## src/common/wb_pkg.sv

```systemverilog
/*
 * Shared types and register map of the white-balance stage.
 * Gains are unsigned Q3.10; only the low 13 bits of a gain field are used.
 * The register map decodes exact byte offsets, so unaligned addresses are unmapped.
 */
package wb_pkg;

    // one gain register field, upper three bits are stored but unused
    typedef logic [15:0] gain_t;

    localparam int GAIN_USED_WIDTH = 13;

    // 1.0 in Q3.10
    localparam gain_t GAIN_UNITY = 16'h0400;

    // ------------------------------------------------------------
    // AXI4-Lite
    // ------------------------------------------------------------
    typedef logic [4:0]  axil_addr_t;
    typedef logic [31:0] axil_data_t;

    // saturated-pixel count of one frame
    typedef logic [23:0] clip_count_t;

    localparam axil_addr_t REG_GAIN_R     = 5'h00;
    localparam axil_addr_t REG_GAIN_G     = 5'h04;
    localparam axil_addr_t REG_GAIN_B     = 5'h08;
    localparam axil_addr_t REG_CLIP_COUNT = 5'h0C;

    localparam logic [1:0] AXI_RESP_OKAY   = 2'b00;
    localparam logic [1:0] AXI_RESP_SLVERR = 2'b10;

endpackage

```

## src/gain/channel_gain.sv

```systemverilog
/*
 * Per-component gain for R, G and B: multiply, round half up, saturate.
 * Latency is 3 clocks for pixels and strobes; the stream has no stall.
 * Gains are sampled together with the pixel that enters in the same cycle.
 */
`timescale 1ns/1ps

module channel_gain import wb_pkg::*; #(
    parameter int PIXEL_WIDTH         = 8,
    parameter int GAIN_FRACTION_WIDTH = 10
) (
    input  logic                       clk,
    input  logic                       reset_i,

    input  gain_t                      gain_r_i,
    input  gain_t                      gain_g_i,
    input  gain_t                      gain_b_i,

    // R low, G middle, B high
    input  logic [3*PIXEL_WIDTH-1:0]   pix_i,
    input  logic                       de_i,
    input  logic                       hs_i,
    input  logic                       vs_i,

    output logic [3*PIXEL_WIDTH-1:0]   pix_o,
    output logic                       de_o,
    output logic                       hs_o,
    output logic                       vs_o,
    output logic                       clip_o
);

    localparam int PROD_W  = GAIN_USED_WIDTH + PIXEL_WIDTH;
    // one extra bit so the rounding add cannot wrap
    localparam int RND_W   = PROD_W + 1;
    localparam int OVF_BIT = GAIN_FRACTION_WIDTH + PIXEL_WIDTH;
    localparam logic [RND_W-1:0] ROUND_HALF = RND_W'(1) << (GAIN_FRACTION_WIDTH - 1);

    gain_t      gains [3];
    logic [2:0] sat_w;
    logic [2:0] de_sr;
    logic [2:0] hs_sr;
    logic [2:0] vs_sr;

    assign gains[0] = gain_r_i;
    assign gains[1] = gain_g_i;
    assign gains[2] = gain_b_i;

    // ------------------------------------------------------------
    // datapath, one lane per component
    // ------------------------------------------------------------
    for (genvar k = 0; k < 3; k++) begin : g_lane
        logic [PROD_W-1:0]      prod_q;
        logic [RND_W-1:0]       rnd_q;
        logic [PIXEL_WIDTH-1:0] pix_q;

        // anything above the integer field means the result is out of range
        assign sat_w[k] = |rnd_q[RND_W-1:OVF_BIT];

        always_ff @(posedge clk) begin
            prod_q <= PROD_W'(gains[k][GAIN_USED_WIDTH-1:0])
                    * PROD_W'(pix_i[k*PIXEL_WIDTH +: PIXEL_WIDTH]);
            rnd_q  <= RND_W'(prod_q) + ROUND_HALF;
            if (sat_w[k]) begin
                pix_q <= '1;
            end else begin
                pix_q <= rnd_q[GAIN_FRACTION_WIDTH +: PIXEL_WIDTH];
            end
        end

        assign pix_o[k*PIXEL_WIDTH +: PIXEL_WIDTH] = pix_q;
    end

    // ------------------------------------------------------------
    // strobe delay, matched to the three datapath stages
    // ------------------------------------------------------------
    always_ff @(posedge clk) begin
        if (reset_i) begin
            de_sr  <= '0;
            hs_sr  <= '0;
            vs_sr  <= '0;
            clip_o <= 1'b0;
        end else begin
            de_sr  <= {de_sr[1:0], de_i};
            hs_sr  <= {hs_sr[1:0], hs_i};
            vs_sr  <= {vs_sr[1:0], vs_i};
            // flag only pixels that are valid, lines up with de_o
            clip_o <= de_sr[1] & (|sat_w);
        end
    end

    assign de_o = de_sr[2];
    assign hs_o = hs_sr[2];
    assign vs_o = vs_sr[2];

    // an unknown de_o would corrupt the clip statistics downstream
    a_de_known : assert property (
        @(posedge clk) disable iff (reset_i) !$isunknown(de_o)
    );

endmodule

```

## src/hdl/wb_regs.sv

```systemverilog
/*
 * AXI4-Lite slave for the three channel gains and the clip count.
 * Single beat only; a pending response blocks new requests on its own channel.
 * Written gains are pending until the next rising edge of vs, then active.
 * Only exact offsets are mapped, everything else answers SLVERR.
 */
`timescale 1ns/1ps

module wb_regs import wb_pkg::*; (
    input  logic        clk,
    input  logic        reset_i,

    // write address and data
    input  axil_addr_t  s_axil_awaddr_i,
    input  logic        s_axil_awvalid_i,
    output logic        s_axil_awready_o,
    input  axil_data_t  s_axil_wdata_i,
    input  logic [3:0]  s_axil_wstrb_i,
    input  logic        s_axil_wvalid_i,
    output logic        s_axil_wready_o,

    // write response
    output logic [1:0]  s_axil_bresp_o,
    output logic        s_axil_bvalid_o,
    input  logic        s_axil_bready_i,

    // read address and data
    input  axil_addr_t  s_axil_araddr_i,
    input  logic        s_axil_arvalid_i,
    output logic        s_axil_arready_o,
    output axil_data_t  s_axil_rdata_o,
    output logic [1:0]  s_axil_rresp_o,
    output logic        s_axil_rvalid_o,
    input  logic        s_axil_rready_i,

    input  logic        vs_i,
    input  clip_count_t clip_count_i,

    output gain_t       gain_r_o,
    output gain_t       gain_g_o,
    output gain_t       gain_b_o
);

    gain_t pend_r_q;
    gain_t pend_g_q;
    gain_t pend_b_q;
    logic  wr_accept;
    logic  rd_accept;
    logic  vs_q;

    // byte-wise update, only the two low lanes exist in a gain field
    function automatic gain_t merge_gain(gain_t old, axil_data_t data, logic [3:0] strb);
        gain_t res;
        res = old;
        if (strb[0]) begin
            res[7:0] = data[7:0];
        end
        if (strb[1]) begin
            res[15:8] = data[15:8];
        end
        return res;
    endfunction

    assign wr_accept = s_axil_awvalid_i & s_axil_wvalid_i & ~s_axil_bvalid_o;
    assign rd_accept = s_axil_arvalid_i & ~s_axil_rvalid_o;

    assign s_axil_awready_o = wr_accept;
    assign s_axil_wready_o  = wr_accept;
    assign s_axil_arready_o = rd_accept;

    // ------------------------------------------------------------
    // write channel
    // ------------------------------------------------------------
    always_ff @(posedge clk) begin
        if (reset_i) begin
            pend_r_q        <= GAIN_UNITY;
            pend_g_q        <= GAIN_UNITY;
            pend_b_q        <= GAIN_UNITY;
            s_axil_bvalid_o <= 1'b0;
        end else begin
            if (s_axil_bvalid_o && s_axil_bready_i) begin
                s_axil_bvalid_o <= 1'b0;
            end
            if (wr_accept) begin
                s_axil_bvalid_o <= 1'b1;
                case (s_axil_awaddr_i)
                    REG_GAIN_R: pend_r_q <= merge_gain(pend_r_q, s_axil_wdata_i, s_axil_wstrb_i);
                    REG_GAIN_G: pend_g_q <= merge_gain(pend_g_q, s_axil_wdata_i, s_axil_wstrb_i);
                    REG_GAIN_B: pend_b_q <= merge_gain(pend_b_q, s_axil_wdata_i, s_axil_wstrb_i);
                    default: ;
                endcase
            end
        end
    end

    always_ff @(posedge clk) begin
        if (wr_accept) begin
            case (s_axil_awaddr_i)
                REG_GAIN_R, REG_GAIN_G, REG_GAIN_B: s_axil_bresp_o <= AXI_RESP_OKAY;
                default:                            s_axil_bresp_o <= AXI_RESP_SLVERR;
            endcase
        end
    end

    // ------------------------------------------------------------
    // read channel
    // ------------------------------------------------------------
    always_ff @(posedge clk) begin
        if (reset_i) begin
            s_axil_rvalid_o <= 1'b0;
        end else if (rd_accept) begin
            s_axil_rvalid_o <= 1'b1;
        end else if (s_axil_rready_i) begin
            s_axil_rvalid_o <= 1'b0;
        end
    end

    // readback shows the pending gains, not the active ones
    always_ff @(posedge clk) begin
        if (rd_accept) begin
            s_axil_rresp_o <= AXI_RESP_OKAY;
            case (s_axil_araddr_i)
                REG_GAIN_R:     s_axil_rdata_o <= axil_data_t'(pend_r_q);
                REG_GAIN_G:     s_axil_rdata_o <= axil_data_t'(pend_g_q);
                REG_GAIN_B:     s_axil_rdata_o <= axil_data_t'(pend_b_q);
                REG_CLIP_COUNT: s_axil_rdata_o <= axil_data_t'(clip_count_i);
                default: begin
                    s_axil_rdata_o <= '0;
                    s_axil_rresp_o <= AXI_RESP_SLVERR;
                end
            endcase
        end
    end

    // ------------------------------------------------------------
    // frame-start transfer of pending to active gains
    // ------------------------------------------------------------
    always_ff @(posedge clk) begin
        if (reset_i) begin
            vs_q     <= 1'b0;
            gain_r_o <= GAIN_UNITY;
            gain_g_o <= GAIN_UNITY;
            gain_b_o <= GAIN_UNITY;
        end else begin
            vs_q <= vs_i;
            if (vs_i && !vs_q) begin
                gain_r_o <= pend_r_q;
                gain_g_o <= pend_g_q;
                gain_b_o <= pend_b_q;
            end
        end
    end

    a_bvalid_hold : assert property (
        @(posedge clk) disable iff (reset_i)
        s_axil_bvalid_o && !s_axil_bready_i |=> s_axil_bvalid_o
    );

    a_rdata_stable : assert property (
        @(posedge clk) disable iff (reset_i)
        s_axil_rvalid_o && !s_axil_rready_i |=> $stable(s_axil_rdata_o)
    );

endmodule

```

## src/hdl/clip_stats.sv

```systemverilog
/*
 * Counts saturated valid pixels in one frame.
 * The total of the last complete frame is latched at each rising edge of vs.
 * The count saturates at all ones instead of wrapping.
 */
`timescale 1ns/1ps

module clip_stats import wb_pkg::*; (
    input  logic        clk,
    input  logic        reset_i,

    input  logic        de_i,
    input  logic        vs_i,
    input  logic        clip_i,

    output clip_count_t clip_count_o
);

    clip_count_t cnt_q;
    logic        vs_q;
    logic        vs_rise;
    logic        hit;

    assign vs_rise = vs_i & ~vs_q;
    assign hit     = de_i & clip_i;

    always_ff @(posedge clk) begin
        if (reset_i) begin
            vs_q         <= 1'b0;
            cnt_q        <= '0;
            clip_count_o <= '0;
        end else begin
            vs_q <= vs_i;
            if (vs_rise) begin
                clip_count_o <= cnt_q;
                // a clipped pixel on the edge cycle belongs to the new frame
                cnt_q        <= hit ? clip_count_t'(1) : '0;
            end else if (hit && cnt_q != '1) begin
                cnt_q <= cnt_q + 1'b1;
            end
        end
    end

    a_cnt_monotonic : assert property (
        @(posedge clk) disable iff (reset_i)
        !vs_rise |=> cnt_q >= $past(cnt_q)
    );

endmodule

```

## src/hdl/white_balance_top.sv

```systemverilog
/*
 * White-balance stage: per-channel gain on a parallel RGB stream.
 * Video latency is 3 clocks; the stream has no back-pressure.
 * New gains apply from the next rising edge of vs_i.
 */
`timescale 1ns/1ps

module white_balance_top import wb_pkg::*; #(
    // legal 1 to 13
    parameter int PIXEL_WIDTH         = 8,
    // legal 1 to 12
    parameter int GAIN_FRACTION_WIDTH = 10
) (
    input  logic                     clk,
    input  logic                     reset_i,

    // video in, R low, G middle, B high
    input  logic [3*PIXEL_WIDTH-1:0] pix_i,
    input  logic                     de_i,
    input  logic                     hs_i,
    input  logic                     vs_i,

    // video out
    output logic [3*PIXEL_WIDTH-1:0] pix_o,
    output logic                     de_o,
    output logic                     hs_o,
    output logic                     vs_o,

    // AXI4-Lite slave
    input  axil_addr_t               s_axil_awaddr_i,
    input  logic                     s_axil_awvalid_i,
    output logic                     s_axil_awready_o,
    input  axil_data_t               s_axil_wdata_i,
    input  logic [3:0]               s_axil_wstrb_i,
    input  logic                     s_axil_wvalid_i,
    output logic                     s_axil_wready_o,
    output logic [1:0]               s_axil_bresp_o,
    output logic                     s_axil_bvalid_o,
    input  logic                     s_axil_bready_i,
    input  axil_addr_t               s_axil_araddr_i,
    input  logic                     s_axil_arvalid_i,
    output logic                     s_axil_arready_o,
    output axil_data_t               s_axil_rdata_o,
    output logic [1:0]               s_axil_rresp_o,
    output logic                     s_axil_rvalid_o,
    input  logic                     s_axil_rready_i
);

    gain_t       gain_r;
    gain_t       gain_g;
    gain_t       gain_b;
    logic        clip;
    clip_count_t clip_count;

    initial begin
        assert (PIXEL_WIDTH >= 1 && PIXEL_WIDTH <= 13)
            else $fatal(1, "PIXEL_WIDTH out of range");
        assert (GAIN_FRACTION_WIDTH >= 1 && GAIN_FRACTION_WIDTH <= 12)
            else $fatal(1, "GAIN_FRACTION_WIDTH out of range");
    end

    // register slave sees the input vs, so the swap leads the pixels
    wb_regs i_wb_regs (
        .clk              (clk),
        .reset_i          (reset_i),
        .s_axil_awaddr_i  (s_axil_awaddr_i),
        .s_axil_awvalid_i (s_axil_awvalid_i),
        .s_axil_awready_o (s_axil_awready_o),
        .s_axil_wdata_i   (s_axil_wdata_i),
        .s_axil_wstrb_i   (s_axil_wstrb_i),
        .s_axil_wvalid_i  (s_axil_wvalid_i),
        .s_axil_wready_o  (s_axil_wready_o),
        .s_axil_bresp_o   (s_axil_bresp_o),
        .s_axil_bvalid_o  (s_axil_bvalid_o),
        .s_axil_bready_i  (s_axil_bready_i),
        .s_axil_araddr_i  (s_axil_araddr_i),
        .s_axil_arvalid_i (s_axil_arvalid_i),
        .s_axil_arready_o (s_axil_arready_o),
        .s_axil_rdata_o   (s_axil_rdata_o),
        .s_axil_rresp_o   (s_axil_rresp_o),
        .s_axil_rvalid_o  (s_axil_rvalid_o),
        .s_axil_rready_i  (s_axil_rready_i),
        .vs_i             (vs_i),
        .clip_count_i     (clip_count),
        .gain_r_o         (gain_r),
        .gain_g_o         (gain_g),
        .gain_b_o         (gain_b)
    );

    channel_gain #(
        .PIXEL_WIDTH         (PIXEL_WIDTH),
        .GAIN_FRACTION_WIDTH (GAIN_FRACTION_WIDTH)
    ) i_channel_gain (
        .clk      (clk),
        .reset_i  (reset_i),
        .gain_r_i (gain_r),
        .gain_g_i (gain_g),
        .gain_b_i (gain_b),
        .pix_i    (pix_i),
        .de_i     (de_i),
        .hs_i     (hs_i),
        .vs_i     (vs_i),
        .pix_o    (pix_o),
        .de_o     (de_o),
        .hs_o     (hs_o),
        .vs_o     (vs_o),
        .clip_o   (clip)
    );

    // statistics follow the output timing, frame edges come from vs_o
    clip_stats i_clip_stats (
        .clk          (clk),
        .reset_i      (reset_i),
        .de_i         (de_o),
        .vs_i         (vs_o),
        .clip_i       (clip),
        .clip_count_o (clip_count)
    );

endmodule

```

## config.mk

```make
export PLATFORM = sky130hd
export DESIGN_NAME = white_balance_top
export DESIGN_NICKNAME = d
export VERILOG_FILES = /design/src/common/wb_pkg.sv /design/src/gain/channel_gain.sv /design/src/hdl/wb_regs.sv /design/src/hdl/clip_stats.sv /design/src/hdl/white_balance_top.sv
export SDC_FILE = /design/constraint.sdc
export NUM_CORES = 1
export LEC_CHECK = 0
export BUFFER_PORTS_ARGS = -buffer_cell sky130_fd_sc_hd__buf_2
export CORE_MARGIN = 8
export CORE_UTILIZATION = 30
export DETAILED_ROUTE_END_ITERATION = 7
export PLACE_DENSITY = 0.43
export SYNTH_ARGS = -nofsm -noshare
export SYNTH_HDL_FRONTEND = slang
export SYNTH_HIERARCHICAL = 1
export SYNTH_SLANG_ARGS = --single-unit
```

## constraint.sdc

```tcl
create_clock -name clk -period 7.1 [get_ports clk]
set_input_delay 0.355 -clock clk [delete_from_list [all_inputs] [get_ports clk]]
set_output_delay 0.355 -clock clk [all_outputs]
set_load 0.02 [all_outputs]
```

* Yosys cells after proc, flatten, opt, wreduce, memory -nomap -nowiden
Cells that the tools add are included.
Cells by class: $add $sub $neg 4, $mul 3, div/mod/pow operators 0, order comparisons 0, equality and inequality tests 6, shift operators 0, muxes and demuxes 10, bitwise operators 9, reduce and logical (&&, ||, !) cells 21
Operators with widths (count):
- $pmux W24 S4 | 1
- $add A21 B10 Y22 const B | 3
- $mul A13 B8 Y21 | 3
- $mux W24 | 2
- $add A24 B1 Y24 const B | 1
- $ne A24 B24 Y1 const B | 1
- $reduce_and A3 Y1 | 6
- $reduce_or A4 Y1 | 4
- $eq A5 B4 Y1 const B | 3
- $reduce_or A12 Y1 | 1
- $eq A5 B3 Y1 const B | 2
- $logic_not A5 Y1 | 2
- $and A1 B1 Y1 | 6
- $reduce_bool A2 Y1 | 3
- $mux W1 | 5
- $mux W2 | 2
- $logic_and A1 B1 Y1 | 3
- $not A1 Y1 | 3
- $reduce_or A3 Y1 | 1
- $logic_not A1 Y1 | 1
Storage, ports and cells: flip-flop bits (word level) 338, bits in latches 0, memory bits (writable) 0, bits in read-only memories 0, output and inout bits 68, logic and storage cells 84, memories 0

* Logic depth before layout (Yosys ltp)
word-level depth 4, gate-level depth with buffers 19

* Hierarchy
The synthesis kept the hierarchy.
Modules (own cells, without submodules):
- channel_gain | times used 1, cells each 1283, area an instance 12094.1 µm²
- wb_regs | times used 1, cells each 550, area an instance 5342.6 µm²
- clip_stats | times used 1, cells each 291, area an instance 2369.8 µm²

* Least setup slack after synthesis
Ideal clock, no wire load.
kind in2reg, start in pix_i[7], end reg i_channel_gain.g_lane[0].prod_q[20], library setup time 0.072 ns, data arrival time 4.525 ns, data required time 7.028 ns, slack 2.503 ns, stages on the path 17, cells stage by stage clkbuf_1 and2_1 fa_1 inv_1 fa_1 inv_1 fa_1 inv_1 fa_1 inv_1 ha_1 or3_2 o21ai_0 a211oi_2 or3_4 a21oi_2 xnor2_1
Between the ends: cells in the longest elaborated chain, start to end 1
RTL lines:
- start, declared | line white_balance_top.sv:18 | input logic [3*PIXEL_WIDTH-1:0] pix_i,
- $mul A13 B8 Y21 | line channel_gain.sv:61 | * PROD_W'(pix_i[k*PIXEL_WIDTH +: PIXEL_WIDTH]);
- end signal, assigned | line channel_gain.sv:60 | prod_q <= PROD_W'(gains[k][GAIN_USED_WIDTH-1:0])
- end, declared | line channel_gain.sv:52 | logic [PROD_W-1:0] prod_q;
Every way passes these cells. A chain may end at the register's enable or synchronous reset.

* Worst setup path in the final report
start reg i_wb_regs.gain_r_o[5], end reg i_channel_gain.g_lane[0].prod_q[20]
Between the ends: cells in the longest elaborated chain, start to end 1
RTL lines:
- start, declared | line wb_regs.sv:39 | output gain_t gain_r_o,
- start signal, assigned | line wb_regs.sv:147 | gain_r_o <= pend_r_q;
- $mul A13 B8 Y21 | line channel_gain.sv:61
Every way passes these cells.

==> metrics.md <==
| Metric | Value |
|---|---|
| Status | finished, final reports clean |
| Crit. End Element | register |
| Post-DP HPWL | ~37 mm |
| Fmax achieved | just over 0.2 GHz |
| MaxCap Viol Count | 0 |
| Layout cells sized above 1 | 0.1010 |
| Wire length of the first global-routing pass | about 79 mm |
| Via-to-Cell Ratio | around 4.6 |
| CP arrival | 5.34 ns |
| Slew Limit Fails | 0 |
| Post-CTS Hold Buffers | 2 |
| TritonCTS buffer count | 35 |
| Max_slew headroom | 0.2697 |
| CTS root buffer | clkbuf_16 |
| Drt wl/cell | 15.90 um |
| Worst R2R Path Depth | 15 |
| Power share of the combinational group | 0.078 |
| Die width | ~270 um |
| Die ar. | around 73,000 um2 |
| Row cnt | 93 |
| Worst Clk Skew | between 0.02 and 0.025 ns |
| Fin Setup TNS | 0 ns |
| Non-Filler Instances | just over 3,000 |
| Cts repair resizes | 0 |
| Fin crit period | between 4 and 5 ns |
| CP Launch Type | register |
| Gr busiest metal | met2 |
| Met3 Track Usage GR | 0.02338 |
| I/O pins | between 100 and 150 |
| Initial antenna violation count | 0 |
| Hold endpoint | i_channel_gain/de_sr[0]$_SDFF_PP0_ |
| CTS tree | built |
| Total wire length | 48.54 mm |
| Die span in y | 271.0 um |
| Pleak | between 0.01 and 0.015 uW |
| Post-CTS setup repair buffer count | 0 |
| Worst r2r src | i_wb_regs/gain_r_o[5]$_SDFFE_PP0P_ |
| Final net count | between 2,000 and 3,000 |
| CP max FO | 9 |
| Syn avg cell area | a little over 9 um2 |
| Layout area overhead | 13.00% |
| RSZ-0062 raised after global routing | false |
| Gate Count Post-Synth | 2,088 |
| Clock buffer depth | 3 |
| R2R Setup Slk | roughly 2.2 ns |
| Hold path cells | 2 |
| Reg power frac | 0.436 |
| M2 GR Usage | 0.2137 |
| CTS Sinks | approximately 270 |
| Skew-Pair Late Insertion Delay | 0.55 ns |
| IO Port Bufs | around 120 |
| HP Start | de_i |
| DRT iter0 DRCs | 668 |
| Max IR drop VDD | roughly 0.00014 V |
| Final setup violation count | 0 |
| Vias | about 14,000 |
| Vias in the first global route | approximately 15,000 |
| NetSw | ~950 uW |
| Post-DRT Antenna Nets | 0 |
| Clock Pin Slew Worst Setup and Hold Paths | 0.06 ns |
| Critical path type | register to register |
| Fin. Hold Viols | 0 |
| Synthesized area | just under 20,000 um2 |
| Antenna diodes | 0 |
| M1 GR Usage | 0.1796 |
| Clock share of power | 0.487 |
| # placed instances | 2,986 |
| Slew of the pin with the lowest slew margin | 1.093 ns |
| 1st-pass router iterations | 5 |
| Total GRT Usage | 0.1317 |
| Critical Path Start | i_wb_regs/gain_r_o[5]$_SDFFE_PP0P_ |
| Power density cells | 168.0 nW/um2 |
| CTS HTree Levels | 2 |
| RR Endpoint | i_channel_gain/g_lane[0].prod_q[20]$_DFF_P_ |
| Tcrit/Tclk final | 0.6834 |
| Core area | around 64,000 um2 |
| Total gr overflow | 0 |
| Class of the worst hold path | input pin to register |
| Switching share of power | 0.2557 |
| DRC Markers | 0 |
| Gp weighted congestion | around 0.75 |
| Worst Path Required | approximately 7.6 ns |
| Internal | between 2000 and 3000 uW |
| Largest net degree at the start of global routing | 81 |
| Yosys warning count | 6 |
| Starting density of the core | 0.3033 |
## per-layer routing
| layer | routed length, um | vias up |
|---|---|---|
| li1 | - | 6869 |
| met1 | 23910 | 6835 |
| met2 | 22180 | 194 |
| met3 | 1617 | 49 |
| met4 | 833 | 0 |
| met5 | 0 | - |
## power by group through the flow
stage	clock (uW)	sequential, uW	combinational [uW]
final	1800	1610	288
after global routing	1940	1620	321
after CTS	1880	1610	295
after detailed placement	0	1650	292
after global placement	0	1650	290
after floorplan	0	1670	169
## worst max-delay path by stage
stage | end | slack [ns] | cells after the start
finish | i_channel_gain/g_lane[0].prod_q[20]$_DFF_P_ | 2.25 | 15
CTS | i_channel_gain/g_lane[0].prod_q[20]$_DFF_P_ | 2.21 | 15
floorplan | i_channel_gain/g_lane[0].prod_q[20]$_DFF_P_ | 2.50 | 17
global placement | i_channel_gain/g_lane[0].prod_q[20]$_DFF_P_ | 2.16 | 16
global route | i_channel_gain/g_lane[0].prod_q[20]$_DFF_P_ | 1.99 | 16
detailed placement | i_channel_gain/g_lane[0].prod_q[20]$_DFF_P_ | 2.16 | 16
## per-stage QoR
step                utilization  total power [uW]  hold WS (ns)  setup WS [ns]  cell area (um2)
global placement         0.3244              1937        0.3926          2.162            20870
finish                   0.3427              3705       0.03639          2.248            22050
global route             0.3427              3880       0.04849          1.986            22050
detailed placement       0.3244              1940        0.3940          2.165            20870
CTS                      0.3427              3786      0.005644          2.214            22050
floorplan                     -              1837        0.3863          2.503            19550
## state kept, by name, summed over array words and instances (netlist names), 16 cells and up
register,cells
i_clip_stats/clip_count_o,24
i_channel_gain/g_lane.prod_q,36
i_wb_regs/s_axil_rdata_o,24
i_clip_stats/cnt_q,24
i_wb_regs/pend_r_q,16
i_wb_regs/pend_g_q,16
i_wb_regs/pend_b_q,16
i_channel_gain/g_lane.rnd_q,36
i_channel_gain/g_lane.pix_q,24
## cell type report
| class | instances | area [um2] |
|---|---|---|
| multi-input cells | 1481 | 12490 |
| fillers | 6623 | 42300 |
| inverters | 246 | 923.4 |
| flip-flops and latches | 271 | 5685 |
| well taps | 855 | 1070 |
| clock inverters | 16 | 205.2 |
| repair buffers | 135 | 723.2 |
| clock buffers | 48 | 954.7 |
## cell usage in the layout (no fill, tap or decap), types with 53 or more instances in the layout
cell	n
nand2_1	265
inv_1	245
dfxtp_1	245
and2_1	230
fa_1	195
ha_1	118
buf_2	118
nand2b_1	95
a21oi_1	93
mux2i_1	65
nand3b_1	53
## worst max-delay path, stage by stage (launching register included)
cell	delay, ns
dfxtp_1	0.53
and2_1	0.21
fa_1	0.44
fa_1	0.49
fa_1	0.55
inv_1	0.06
fa_1	0.53
inv_1	0.04
ha_1	0.31
a21oi_1	0.22
o22ai_1	0.17
a311oi_2	0.43
a211oi_2	0.14
or3_4	0.40
a21oi_2	0.15
xnor2_1	0.11
Note: power is estimated with default switching activity, not from simulation.
